===== src/verilog/mont_arith_pkg.sv =====
package mont_arith_pkg;

    // --------------------
    // word geometry
    // --------------------

    // bits per datapath word
    localparam int WORD_W   = 16;

    // words per operand
    localparam int N_WORDS  = 4;

    // full operand width
    localparam int OP_W     = WORD_W * N_WORDS;

    // word index width
    localparam int IDX_W    = $clog2(N_WORDS);

    // exponent walked bit by bit, msb first
    localparam int EXP_BITS = OP_W;

    // --------------------
    // operand types
    // --------------------

    typedef logic [WORD_W-1:0] word_t;
    typedef logic [IDX_W-1:0]  idx_t;
    typedef logic [OP_W-1:0]   operand_t;

endpackage


===== src/verilog/mont_const_pkg.sv =====
package mont_const_pkg;

    import mont_arith_pkg::*;

    // --------------------
    // fixed modulus
    // --------------------

    // m = 2^64 - 59, odd and prime
    localparam operand_t MODULUS  = 64'hffff_ffff_ffff_ffc5;

    // -m^-1 mod 2^16, which is 59^-1 because m is -59 in the low word
    localparam word_t    M_PRIME  = 16'hd8f3;

    // montgomery one, 2^64 mod m
    localparam operand_t R_MOD_M  = 64'h0000_0000_0000_003b;

    // 2^128 mod m, i.e. 59 squared
    localparam operand_t R2_MOD_M = 64'h0000_0000_0000_0d99;

    // --------------------
    // operand routing
    // --------------------

    typedef enum logic [0:0] {SRC_A_ACC, SRC_A_X} src_a_t;
    typedef enum logic [1:0] {SRC_B_R2, SRC_B_XM, SRC_B_ACC, SRC_B_ONE} src_b_t;
    typedef enum logic [1:0] {DST_XM, DST_ACC, DST_OUT} dst_t;

endpackage


===== src/verilog/exp_sequencer.sv =====
`timescale 1ns/1ns

module exp_sequencer (
    input  logic                    clk,
    input  logic                    rst_n,
    input  logic                    start,
    input  logic                    x_valid,
    input  logic                    y_valid,
    input  mont_arith_pkg::word_t   y_word,
    input  logic                    mul_done,
    output logic                    busy,
    output logic                    mul_start,
    output logic                    x_we,
    output logic                    acc_init,
    output mont_arith_pkg::idx_t    x_idx,
    output mont_const_pkg::src_a_t  src_a,
    output mont_const_pkg::src_b_t  src_b,
    output mont_const_pkg::dst_t    dst
);

    import mont_arith_pkg::*;
    import mont_const_pkg::*;

    typedef enum logic [2:0] {
        S_IDLE,
        S_LOAD_X,
        S_CONV_IN,
        S_SQUARE,
        S_MULT,
        S_CONV_OUT
    } state_t;

    state_t                           state;
    logic [EXP_BITS-1:0]              exp_store;
    logic [EXP_BITS-1:0]              exp_work;
    logic [$clog2(EXP_BITS+1)-1:0]    bit_cnt;
    idx_t                             x_cnt;
    logic                             last_bit;

    // --------------------
    // exponent storage
    // --------------------

    // newest word lands on top, so the last one given is the msw
    always_ff @(posedge clk) begin
        if (y_valid) begin
            exp_store <= {y_word, exp_store[EXP_BITS-1:WORD_W]};
        end
    end

    // working copy, shifted left once per square
    always_ff @(posedge clk) begin
        if (state == S_IDLE && start) begin
            exp_work <= exp_store;
        end else if (state == S_SQUARE && mul_done) begin
            exp_work <= exp_work << 1;
        end
    end

    assign last_bit = (bit_cnt == EXP_BITS - 1);

    // --------------------
    // control FSM
    // --------------------

    always_ff @(posedge clk or negedge rst_n) begin
        if (!rst_n) begin
            state     <= S_IDLE;
            mul_start <= 1'b0;
            bit_cnt   <= '0;
            x_cnt     <= '0;
        end else begin
            mul_start <= 1'b0;
            case (state)
                S_IDLE: begin
                    if (start) begin
                        state   <= S_LOAD_X;
                        x_cnt   <= '0;
                        bit_cnt <= '0;
                    end
                end
                S_LOAD_X: begin
                    if (x_valid) begin
                        x_cnt <= x_cnt + 1'b1;
                        if (x_cnt == idx_t'(N_WORDS - 1)) begin
                            state     <= S_CONV_IN;
                            mul_start <= 1'b1;
                        end
                    end
                end
                S_CONV_IN: begin
                    if (mul_done) begin
                        state     <= S_SQUARE;
                        mul_start <= 1'b1;
                    end
                end
                S_SQUARE: begin
                    // decide on the bit that is shifted out now
                    if (mul_done) begin
                        bit_cnt   <= bit_cnt + 1'b1;
                        mul_start <= 1'b1;
                        if (exp_work[EXP_BITS-1]) begin
                            state <= S_MULT;
                        end else if (last_bit) begin
                            state <= S_CONV_OUT;
                        end
                    end
                end
                S_MULT: begin
                    // bit_cnt already counts this bit
                    if (mul_done) begin
                        mul_start <= 1'b1;
                        if (bit_cnt == EXP_BITS) begin
                            state <= S_CONV_OUT;
                        end else begin
                            state <= S_SQUARE;
                        end
                    end
                end
                S_CONV_OUT: begin
                    if (mul_done) begin
                        state <= S_IDLE;
                    end
                end
                default: begin
                    state <= S_IDLE;
                end
            endcase
        end
    end

    // --------------------
    // bank controls
    // --------------------

    assign busy     = (state != S_IDLE);
    assign acc_init = (state == S_IDLE) && start;
    assign x_we     = (state == S_LOAD_X) && x_valid;
    assign x_idx    = x_cnt;

    // held for the whole job, write-back included
    always_comb begin
        src_a = SRC_A_ACC;
        src_b = SRC_B_ACC;
        dst   = DST_ACC;
        case (state)
            S_CONV_IN: begin
                src_a = SRC_A_X;
                src_b = SRC_B_R2;
                dst   = DST_XM;
            end
            S_MULT: begin
                src_b = SRC_B_XM;
            end
            S_CONV_OUT: begin
                src_b = SRC_B_ONE;
                dst   = DST_OUT;
            end
            default: begin
            end
        endcase
    end

endmodule


===== src/verilog/operand_bank.sv =====
`timescale 1ns/1ns

module operand_bank (
    input  logic                    clk,
    input  logic                    rst_n,
    input  logic                    x_we,
    input  mont_arith_pkg::idx_t    x_idx,
    input  mont_arith_pkg::word_t   x_word,
    input  logic                    acc_init,
    input  mont_const_pkg::src_a_t  src_a,
    input  mont_const_pkg::src_b_t  src_b,
    input  mont_const_pkg::dst_t    dst,
    input  mont_arith_pkg::idx_t    a_idx,
    input  mont_arith_pkg::idx_t    b_idx,
    output mont_arith_pkg::word_t   a_word,
    output mont_arith_pkg::word_t   b_word,
    input  logic                    res_we,
    input  mont_arith_pkg::idx_t    res_idx,
    input  mont_arith_pkg::word_t   res_word,
    output logic                    result_valid,
    output mont_arith_pkg::word_t   result_word
);

    import mont_arith_pkg::*;
    import mont_const_pkg::*;

    // raw base, montgomery base, accumulator
    word_t x_raw  [N_WORDS];
    word_t x_mont [N_WORDS];
    word_t acc    [N_WORDS];

    // --------------------
    // storage
    // --------------------

    always_ff @(posedge clk) begin
        if (x_we) begin
            x_raw[x_idx] <= x_word;
        end
        // acc starts each run as montgomery one
        if (acc_init) begin
            for (int k = 0; k < N_WORDS; k++) begin
                acc[k] <= R_MOD_M[k*WORD_W +: WORD_W];
            end
        end else if (res_we && dst == DST_ACC) begin
            acc[res_idx] <= res_word;
        end
        if (res_we && dst == DST_XM) begin
            x_mont[res_idx] <= res_word;
        end
    end

    // --------------------
    // operand muxing
    // --------------------

    assign a_word = (src_a == SRC_A_X) ? x_raw[a_idx] : acc[a_idx];

    always_comb begin
        case (src_b)
            SRC_B_R2:  b_word = R2_MOD_M[b_idx*WORD_W +: WORD_W];
            SRC_B_XM:  b_word = x_mont[b_idx];
            SRC_B_ACC: b_word = acc[b_idx];
            default:   b_word = (b_idx == '0) ? word_t'(1) : '0;
        endcase
    end

    // final conversion goes out one word per cycle
    always_ff @(posedge clk or negedge rst_n) begin
        if (!rst_n) begin
            result_valid <= 1'b0;
        end else begin
            result_valid <= res_we && (dst == DST_OUT);
        end
    end

    always_ff @(posedge clk) begin
        if (res_we && dst == DST_OUT) begin
            result_word <= res_word;
        end
    end

endmodule


===== src/verilog/mont_multiplier.sv =====
`timescale 1ns/1ns

module mont_multiplier (
    input  logic                   clk,
    input  logic                   rst_n,
    input  logic                   mul_start,
    input  mont_arith_pkg::word_t  a_word,
    input  mont_arith_pkg::word_t  b_word,
    output mont_arith_pkg::idx_t   a_idx,
    output mont_arith_pkg::idx_t   b_idx,
    output logic                   res_we,
    output mont_arith_pkg::idx_t   res_idx,
    output mont_arith_pkg::word_t  res_word,
    output logic                   mul_done
);

    import mont_arith_pkg::*;
    import mont_const_pkg::*;

    typedef enum logic [1:0] {M_IDLE, M_LOOP, M_SUB, M_WB} mstate_t;

    mstate_t                           state;
    logic [$clog2(2*N_WORDS+2)-1:0]    step;
    idx_t                              b_sel;
    idx_t                              wb_idx;
    word_t                             t [N_WORDS+2];
    word_t                             carry;
    word_t                             q;
    operand_t                          res_reg;
    logic                              mac_phase;
    logic                              red_phase;
    logic                              last_step;
    idx_t                              red_idx;
    word_t                             op_x;
    word_t                             op_y;
    word_t                             addend;
    logic [2*WORD_W-1:0]               mac;
    logic [WORD_W:0]                   top_sum;
    operand_t                          t_low;
    logic [OP_W:0]                     diff;

    // --------------------
    // step decode
    // --------------------

    // per B word: N mac steps, one carry step, N reduce steps, one shift step
    assign mac_phase = (step < N_WORDS);
    assign red_phase = (step > N_WORDS) && (step <= 2 * N_WORDS);
    assign last_step = (step == 2 * N_WORDS + 1);
    assign red_idx   = idx_t'(step - (N_WORDS + 1));

    assign a_idx = idx_t'(step);
    assign b_idx = b_sel;

    // single word multiplier shared by both phases
    always_comb begin
        if (red_phase) begin
            op_x   = q;
            op_y   = MODULUS[red_idx*WORD_W +: WORD_W];
            addend = t[red_idx];
        end else begin
            op_x   = a_word;
            op_y   = b_word;
            addend = t[a_idx];
        end
        mac = op_x * op_y + addend + carry;
    end

    assign top_sum = t[N_WORDS] + carry;

    always_comb begin
        for (int k = 0; k < N_WORDS; k++) begin
            t_low[k*WORD_W +: WORD_W] = t[k];
        end
    end

    // sum is below 2m, one conditional subtract is enough
    assign diff = {t[N_WORDS][0], t_low} - {1'b0, MODULUS};

    // --------------------
    // control
    // --------------------

    always_ff @(posedge clk or negedge rst_n) begin
        if (!rst_n) begin
            state    <= M_IDLE;
            step     <= '0;
            b_sel    <= '0;
            wb_idx   <= '0;
            mul_done <= 1'b0;
        end else begin
            mul_done <= 1'b0;
            case (state)
                M_IDLE: begin
                    if (mul_start) begin
                        state <= M_LOOP;
                        step  <= '0;
                        b_sel <= '0;
                    end
                end
                M_LOOP: begin
                    if (last_step) begin
                        step <= '0;
                        if (b_sel == idx_t'(N_WORDS - 1)) begin
                            state <= M_SUB;
                        end else begin
                            b_sel <= b_sel + 1'b1;
                        end
                    end else begin
                        step <= step + 1'b1;
                    end
                end
                M_SUB: begin
                    state  <= M_WB;
                    wb_idx <= '0;
                end
                default: begin
                    if (wb_idx == idx_t'(N_WORDS - 1)) begin
                        state    <= M_IDLE;
                        mul_done <= 1'b1;
                    end else begin
                        wb_idx <= wb_idx + 1'b1;
                    end
                end
            endcase
        end
    end

    // --------------------
    // datapath
    // --------------------

    always_ff @(posedge clk) begin
        if (state == M_IDLE && mul_start) begin
            for (int k = 0; k < N_WORDS + 2; k++) begin
                t[k] <= '0;
            end
            carry <= '0;
        end else if (state == M_LOOP) begin
            if (mac_phase) begin
                t[a_idx] <= mac[WORD_W-1:0];
                carry    <= mac[2*WORD_W-1:WORD_W];
            end else if (step == N_WORDS) begin
                // t[0] is final here, so q can be formed alongside the carry
                t[N_WORDS]   <= top_sum[WORD_W-1:0];
                t[N_WORDS+1] <= word_t'(top_sum[WORD_W]);
                q            <= t[0] * M_PRIME;
                carry        <= '0;
            end else if (red_phase) begin
                // low word of step 0 is zero by choice of q
                if (red_idx != '0) begin
                    t[red_idx - 1'b1] <= mac[WORD_W-1:0];
                end
                carry <= mac[2*WORD_W-1:WORD_W];
            end else begin
                t[N_WORDS-1] <= top_sum[WORD_W-1:0];
                t[N_WORDS]   <= t[N_WORDS+1] + word_t'(top_sum[WORD_W]);
                carry        <= '0;
            end
        end else if (state == M_SUB) begin
            res_reg <= diff[OP_W] ? t_low : diff[OP_W-1:0];
        end
    end

    assign res_we   = (state == M_WB);
    assign res_idx  = wb_idx;
    assign res_word = res_reg[wb_idx*WORD_W +: WORD_W];

endmodule


===== src/verilog/modexp_top.sv =====
`timescale 1ns/1ns

module modexp_top (
    input  logic                   clk,
    input  logic                   rst_n,
    input  logic                   start,
    input  logic                   x_valid,
    input  logic                   y_valid,
    input  mont_arith_pkg::word_t  x_word,
    input  mont_arith_pkg::word_t  y_word,
    output logic                   busy,
    output logic                   result_valid,
    output mont_arith_pkg::word_t  result_word
);

    import mont_arith_pkg::*;
    import mont_const_pkg::*;

    // sequencer to bank
    logic    x_we;
    logic    acc_init;
    idx_t    x_idx;
    src_a_t  src_a;
    src_b_t  src_b;
    dst_t    dst;

    // multiplier handshake and operand traffic
    logic    mul_start;
    logic    mul_done;
    idx_t    a_idx;
    idx_t    b_idx;
    word_t   a_word;
    word_t   b_word;
    logic    res_we;
    idx_t    res_idx;
    word_t   res_word;

    exp_sequencer u_seq (
        .clk       (clk),
        .rst_n     (rst_n),
        .start     (start),
        .x_valid   (x_valid),
        .y_valid   (y_valid),
        .y_word    (y_word),
        .mul_done  (mul_done),
        .busy      (busy),
        .mul_start (mul_start),
        .x_we      (x_we),
        .acc_init  (acc_init),
        .x_idx     (x_idx),
        .src_a     (src_a),
        .src_b     (src_b),
        .dst       (dst)
    );

    operand_bank u_bank (
        .clk          (clk),
        .rst_n        (rst_n),
        .x_we         (x_we),
        .x_idx        (x_idx),
        .x_word       (x_word),
        .acc_init     (acc_init),
        .src_a        (src_a),
        .src_b        (src_b),
        .dst          (dst),
        .a_idx        (a_idx),
        .b_idx        (b_idx),
        .a_word       (a_word),
        .b_word       (b_word),
        .res_we       (res_we),
        .res_idx      (res_idx),
        .res_word     (res_word),
        .result_valid (result_valid),
        .result_word  (result_word)
    );

    mont_multiplier u_mul (
        .clk       (clk),
        .rst_n     (rst_n),
        .mul_start (mul_start),
        .a_word    (a_word),
        .b_word    (b_word),
        .a_idx     (a_idx),
        .b_idx     (b_idx),
        .res_we    (res_we),
        .res_idx   (res_idx),
        .res_word  (res_word),
        .mul_done  (mul_done)
    );

endmodule


===== config.mk =====
export PLATFORM = sky130hd
export DESIGN_NAME = modexp_top
export DESIGN_NICKNAME = d
export VERILOG_FILES = /design/src/verilog/mont_arith_pkg.sv /design/src/verilog/mont_const_pkg.sv /design/src/verilog/exp_sequencer.sv /design/src/verilog/operand_bank.sv /design/src/verilog/mont_multiplier.sv /design/src/verilog/modexp_top.sv
export SDC_FILE = /design/constraint.sdc
export NUM_CORES = 2
export LEC_CHECK = 0
export BUFFER_PORTS_ARGS = -buffer_cell sky130_fd_sc_hd__buf_2
export CORE_MARGIN = 4
export CORE_UTILIZATION = 45
export CTS_BUF_LIST = sky130_fd_sc_hd__clkbuf_16
export DETAILED_ROUTE_END_ITERATION = 8
export PLACE_DENSITY = 0.56
export SKIP_CTS_REPAIR_TIMING = 1
export SYNTH_ARGS = -nofsm -noshare
export SYNTH_HDL_FRONTEND = slang
export SYNTH_HIERARCHICAL = 1
export SYNTH_SLANG_ARGS = --single-unit
export TNS_END_PERCENT = 10

===== constraint.sdc =====
create_clock -name clk -period 24.6 [get_ports clk]
set_input_delay 3.69 -clock clk [delete_from_list [all_inputs] [get_ports clk]]
set_output_delay 3.69 -clock clk [all_outputs]
set_load 0.02 [all_outputs]

==> metrics.md <==
| Metric | Value |
|---|---|
| Share of the synthesized area in the top cell type | 41.2% |
| Final period util | 37.5% |
| Share of post-route cells with drive strength above 1 | 14.0% |
| Final hold slack | 437 ps |
| VDD IR max | 0.0486 mV |
| Final hold violations | 0 |
| Synth Instances | 2942 |
| Clk sinks | 538 |
| Actual slew at the worst max-slew pin | 1340 ps |
| Die Area | 0.0851 mm² |
| Layout fillers | 7067 |
| WL per Instance | 24.3 µm |
| CP max FO | 77 |
| Vias | 22909 |
| Setup CP Type | reg2reg |
| Die width | 292 µm |
| Clk root buf | clkbuf_16 |
| Setup crit start kind | flop |
| Remaining Overflow, GRT | 0 |
| Max reg flops | 81 |
| Final Max Slew Viols | 0 |
| PwrDens | 48.4 mW/mm² |
| Fin Setup TNS | 0 ps |
| Syn Area/Cell | 12.3 µm² |
| Pre-CTS WS | 15220 ps |
| Total power | 1920 µW |
| Final WL | 99200 µm |
| Tmin final | 9220 ps |
| Switching Fraction | 20.2% |
| CTS max path bufs | 3 |
| Core Area | 0.0794 mm² |
| ANT nets after route | 0 |
| Hold Path Cell Cnt | 0 |
| Arr. time, crit path | 9710 ps |
| Row count | 103 |
| Internal Pwr Total | 1530 µW |
| Pre-Repair DR Iteration Count | 5 |
| DR vias/cell | 5.61 |
| Worst EP required | 25090 ps |
| Number of DRC markers in iteration 0 | 1936 |
| Commonest non-fill, non-tap cell in the layout | edfxtp_1 |
| Run status | finished, final reports clean |
| RSZ-0062 raised after global routing | false |
| DR DRC count | 0 |
| Critical path endpoint category | flop |
| Total Routing Usage GR | 23.4% |
| Area delta synth->final | 9.44% |
| Reg2Reg Depth | 24 |
| Top reg by flops | u_mul/t |
| Synth Register Bits | 538 |
| Post-route setup slack | 15380 ps |
| Pin count of the biggest net entering global routing | 78 |
| Starting Density | 45.6% |
| Flop pwr share | 52.1% |
| First-pass GRT wire length | 151000 µm |
| Comb power frac | 0.4% |
| Via count of the first global-routing pass | 23852 |
| Hpwl dp | 74100 µm |
| TritonCTS clock tree | built |
| Top_reg_cell synth | edfxtp_1 |
| Clock Latency Late Sink | 650 ps |
| CTS Buf Count | 57 |
| Util after Layout | 50.0% |
| H-tree levels | 2 |
| Worst rel slew slack | 10.5% |
| F_max | 0.109 GHz |
| Initial antenna violation count | 2 |
| EDFF count, synth | 497 |
| Mapped Nets | 3452 |
| I/O pin count | 55 |
| Port Buf Inserts | 54 |
| Sequential share of the synthesized area | 43.8% |
| Largest area contributor in the netlist | edfxtp_1 |
| Count of cell types in the netlist | 85 |
| Switching power total | 387 µW |
| Most frequent cells in the layout | edfxtp_1, inv_1, nor2_1 |
| Pleak | 0.0157 µW |
| Mapped cell area | 0.0362 mm² |
| Top cells by area, synth | edfxtp_1, fa_1, ha_1 |
| Die height | 292 µm |
| GP Congestion | 0.923 |
| CTS clk-pin slew, worst paths | 60 ps |
| Hold Crit Class | reg2reg |
| Setup Skew | 55.7 ps |
| Max-cap viol count | 0 |
| # setup viols final | 0 |
| Post-synth ARST share | 4.65% |
| Nets@finish | 3494 |
| YS warnings | 6 |
| Clock share of power | 47.4% |
==> worst max-delay path, cell delays in order (launching register included) <==
cell      delay [ps]
dfrtp_4          730
inv_1            180
ha_1             380
nand2_1          180
o22ai_4          160
buf_4            800
mux2i_1          950
nor2_1           160
fa_1             540
fa_1             540
fa_1             570
fa_1             540
fa_1             540
inv_1             60
fa_1             530
inv_1             50
ha_1             350
and3_1           240
or4_1            470
o21a_1           130
a21oi_1          210
o31ai_1          160
a211oi_1         280
xnor2_1          100
a22o_1           200
==> logic make-up after synthesis <==
group                      after synthesis  share of synthesized area [%]
DFF                                    538                           43.8
AOI/OAI and AO/OA                      243                           4.31
and+or+nand+nor                        824                           10.8
muxes                                  226                           10.4
xor gates and xnor gates               134                           3.29
adders and majority gates              473                           21.8
buffers and inverters                  504                           5.54
==> synthesized netlist by cell type, types with 18 or more instances <==
| cell | count |
|---|---|
| inv_1 | 390 |
| and2_1 | 69 |
| a21oi_1 | 70 |
| xnor2_1 | 98 |
| a21o_1 | 18 |
| and3_1 | 18 |
| nor2b_1 | 24 |
| mux4_2 | 106 |
| xor2_1 | 35 |
| mux2i_1 | 36 |
| a22o_1 | 25 |
| nand2b_1 | 18 |
| fa_1 | 266 |
| nand3_1 | 38 |
| nand2_1 | 254 |
| o21ai_0 | 54 |
| edfxtp_1 | 497 |
| dfrtp_1 | 25 |
| or2_2 | 18 |
| nor2_1 | 280 |
| clkbuf_1 | 73 |
| ha_1 | 207 |
| mux2_2 | 67 |
==> through the flow <==
stage | cell area, µm² | std cells
2_1_floorplan | 36200 | 2942
3_3_place_gp | 37600 | 3974
3_5_place_dp | 37600 | 3974
4_1_cts | 39600 | 4082
5_1_grt | 39700 | 4083
6_report | 39700 | 4084
==> path summary, 6_finish.rpt <==
check	end	slack (ps)	from
worst max-delay path	u_mul/carry[15]	15380	u_mul/step[0]
worst min-delay path	u_seq/exp_store[4]	440	u_seq/exp_store[20]
worst max register to register	u_mul/carry[15]	15380	u_mul/step[0]
worst min register to register	u_seq/exp_store[4]	440	u_seq/exp_store[20]
max in group asynchronous	u_mul/step[0]	20990	rst_n
min in group asynchronous	u_bank/result_valid	3060	rst_n
==> power by group through the flow <==
stage               sequential [µW]  combinational [µW]  clock, µW
floorplan                      1020                1.06          0
global placement               1020                8.34          0
detailed placement             1020                8.63          0
CTS                            1000                8.63        930
global route                   1000                9.46        969
finish                         1000                8.30        910
==> routing by layer <==
metal	vias to the layer above	wire, µm	track usage [%]
li1	10188	-	-
met1	11833	43100	32.6
met2	757	48400	39.6
met3	131	5280	2.87
met4	0	2450	5.49
met5	-	0	0
==> area by class of cell <==
cell class | instances | area, µm² | share of cell area (%)
multi-input cells | 1900 | 18400 | 46.4
clock inverters | 51 | 572 | 1.44
clock buffers | 57 | 1430 | 3.60
flip-flops and latches | 538 | 15900 | 40.0
inverters | 393 | 1480 | 3.72
diodes | 1 | 2.50 | 0.00631
repair buffers | 94 | 571 | 1.44
well taps | 1050 | 1310 | 3.31
(Power assumes the default switching activity.)
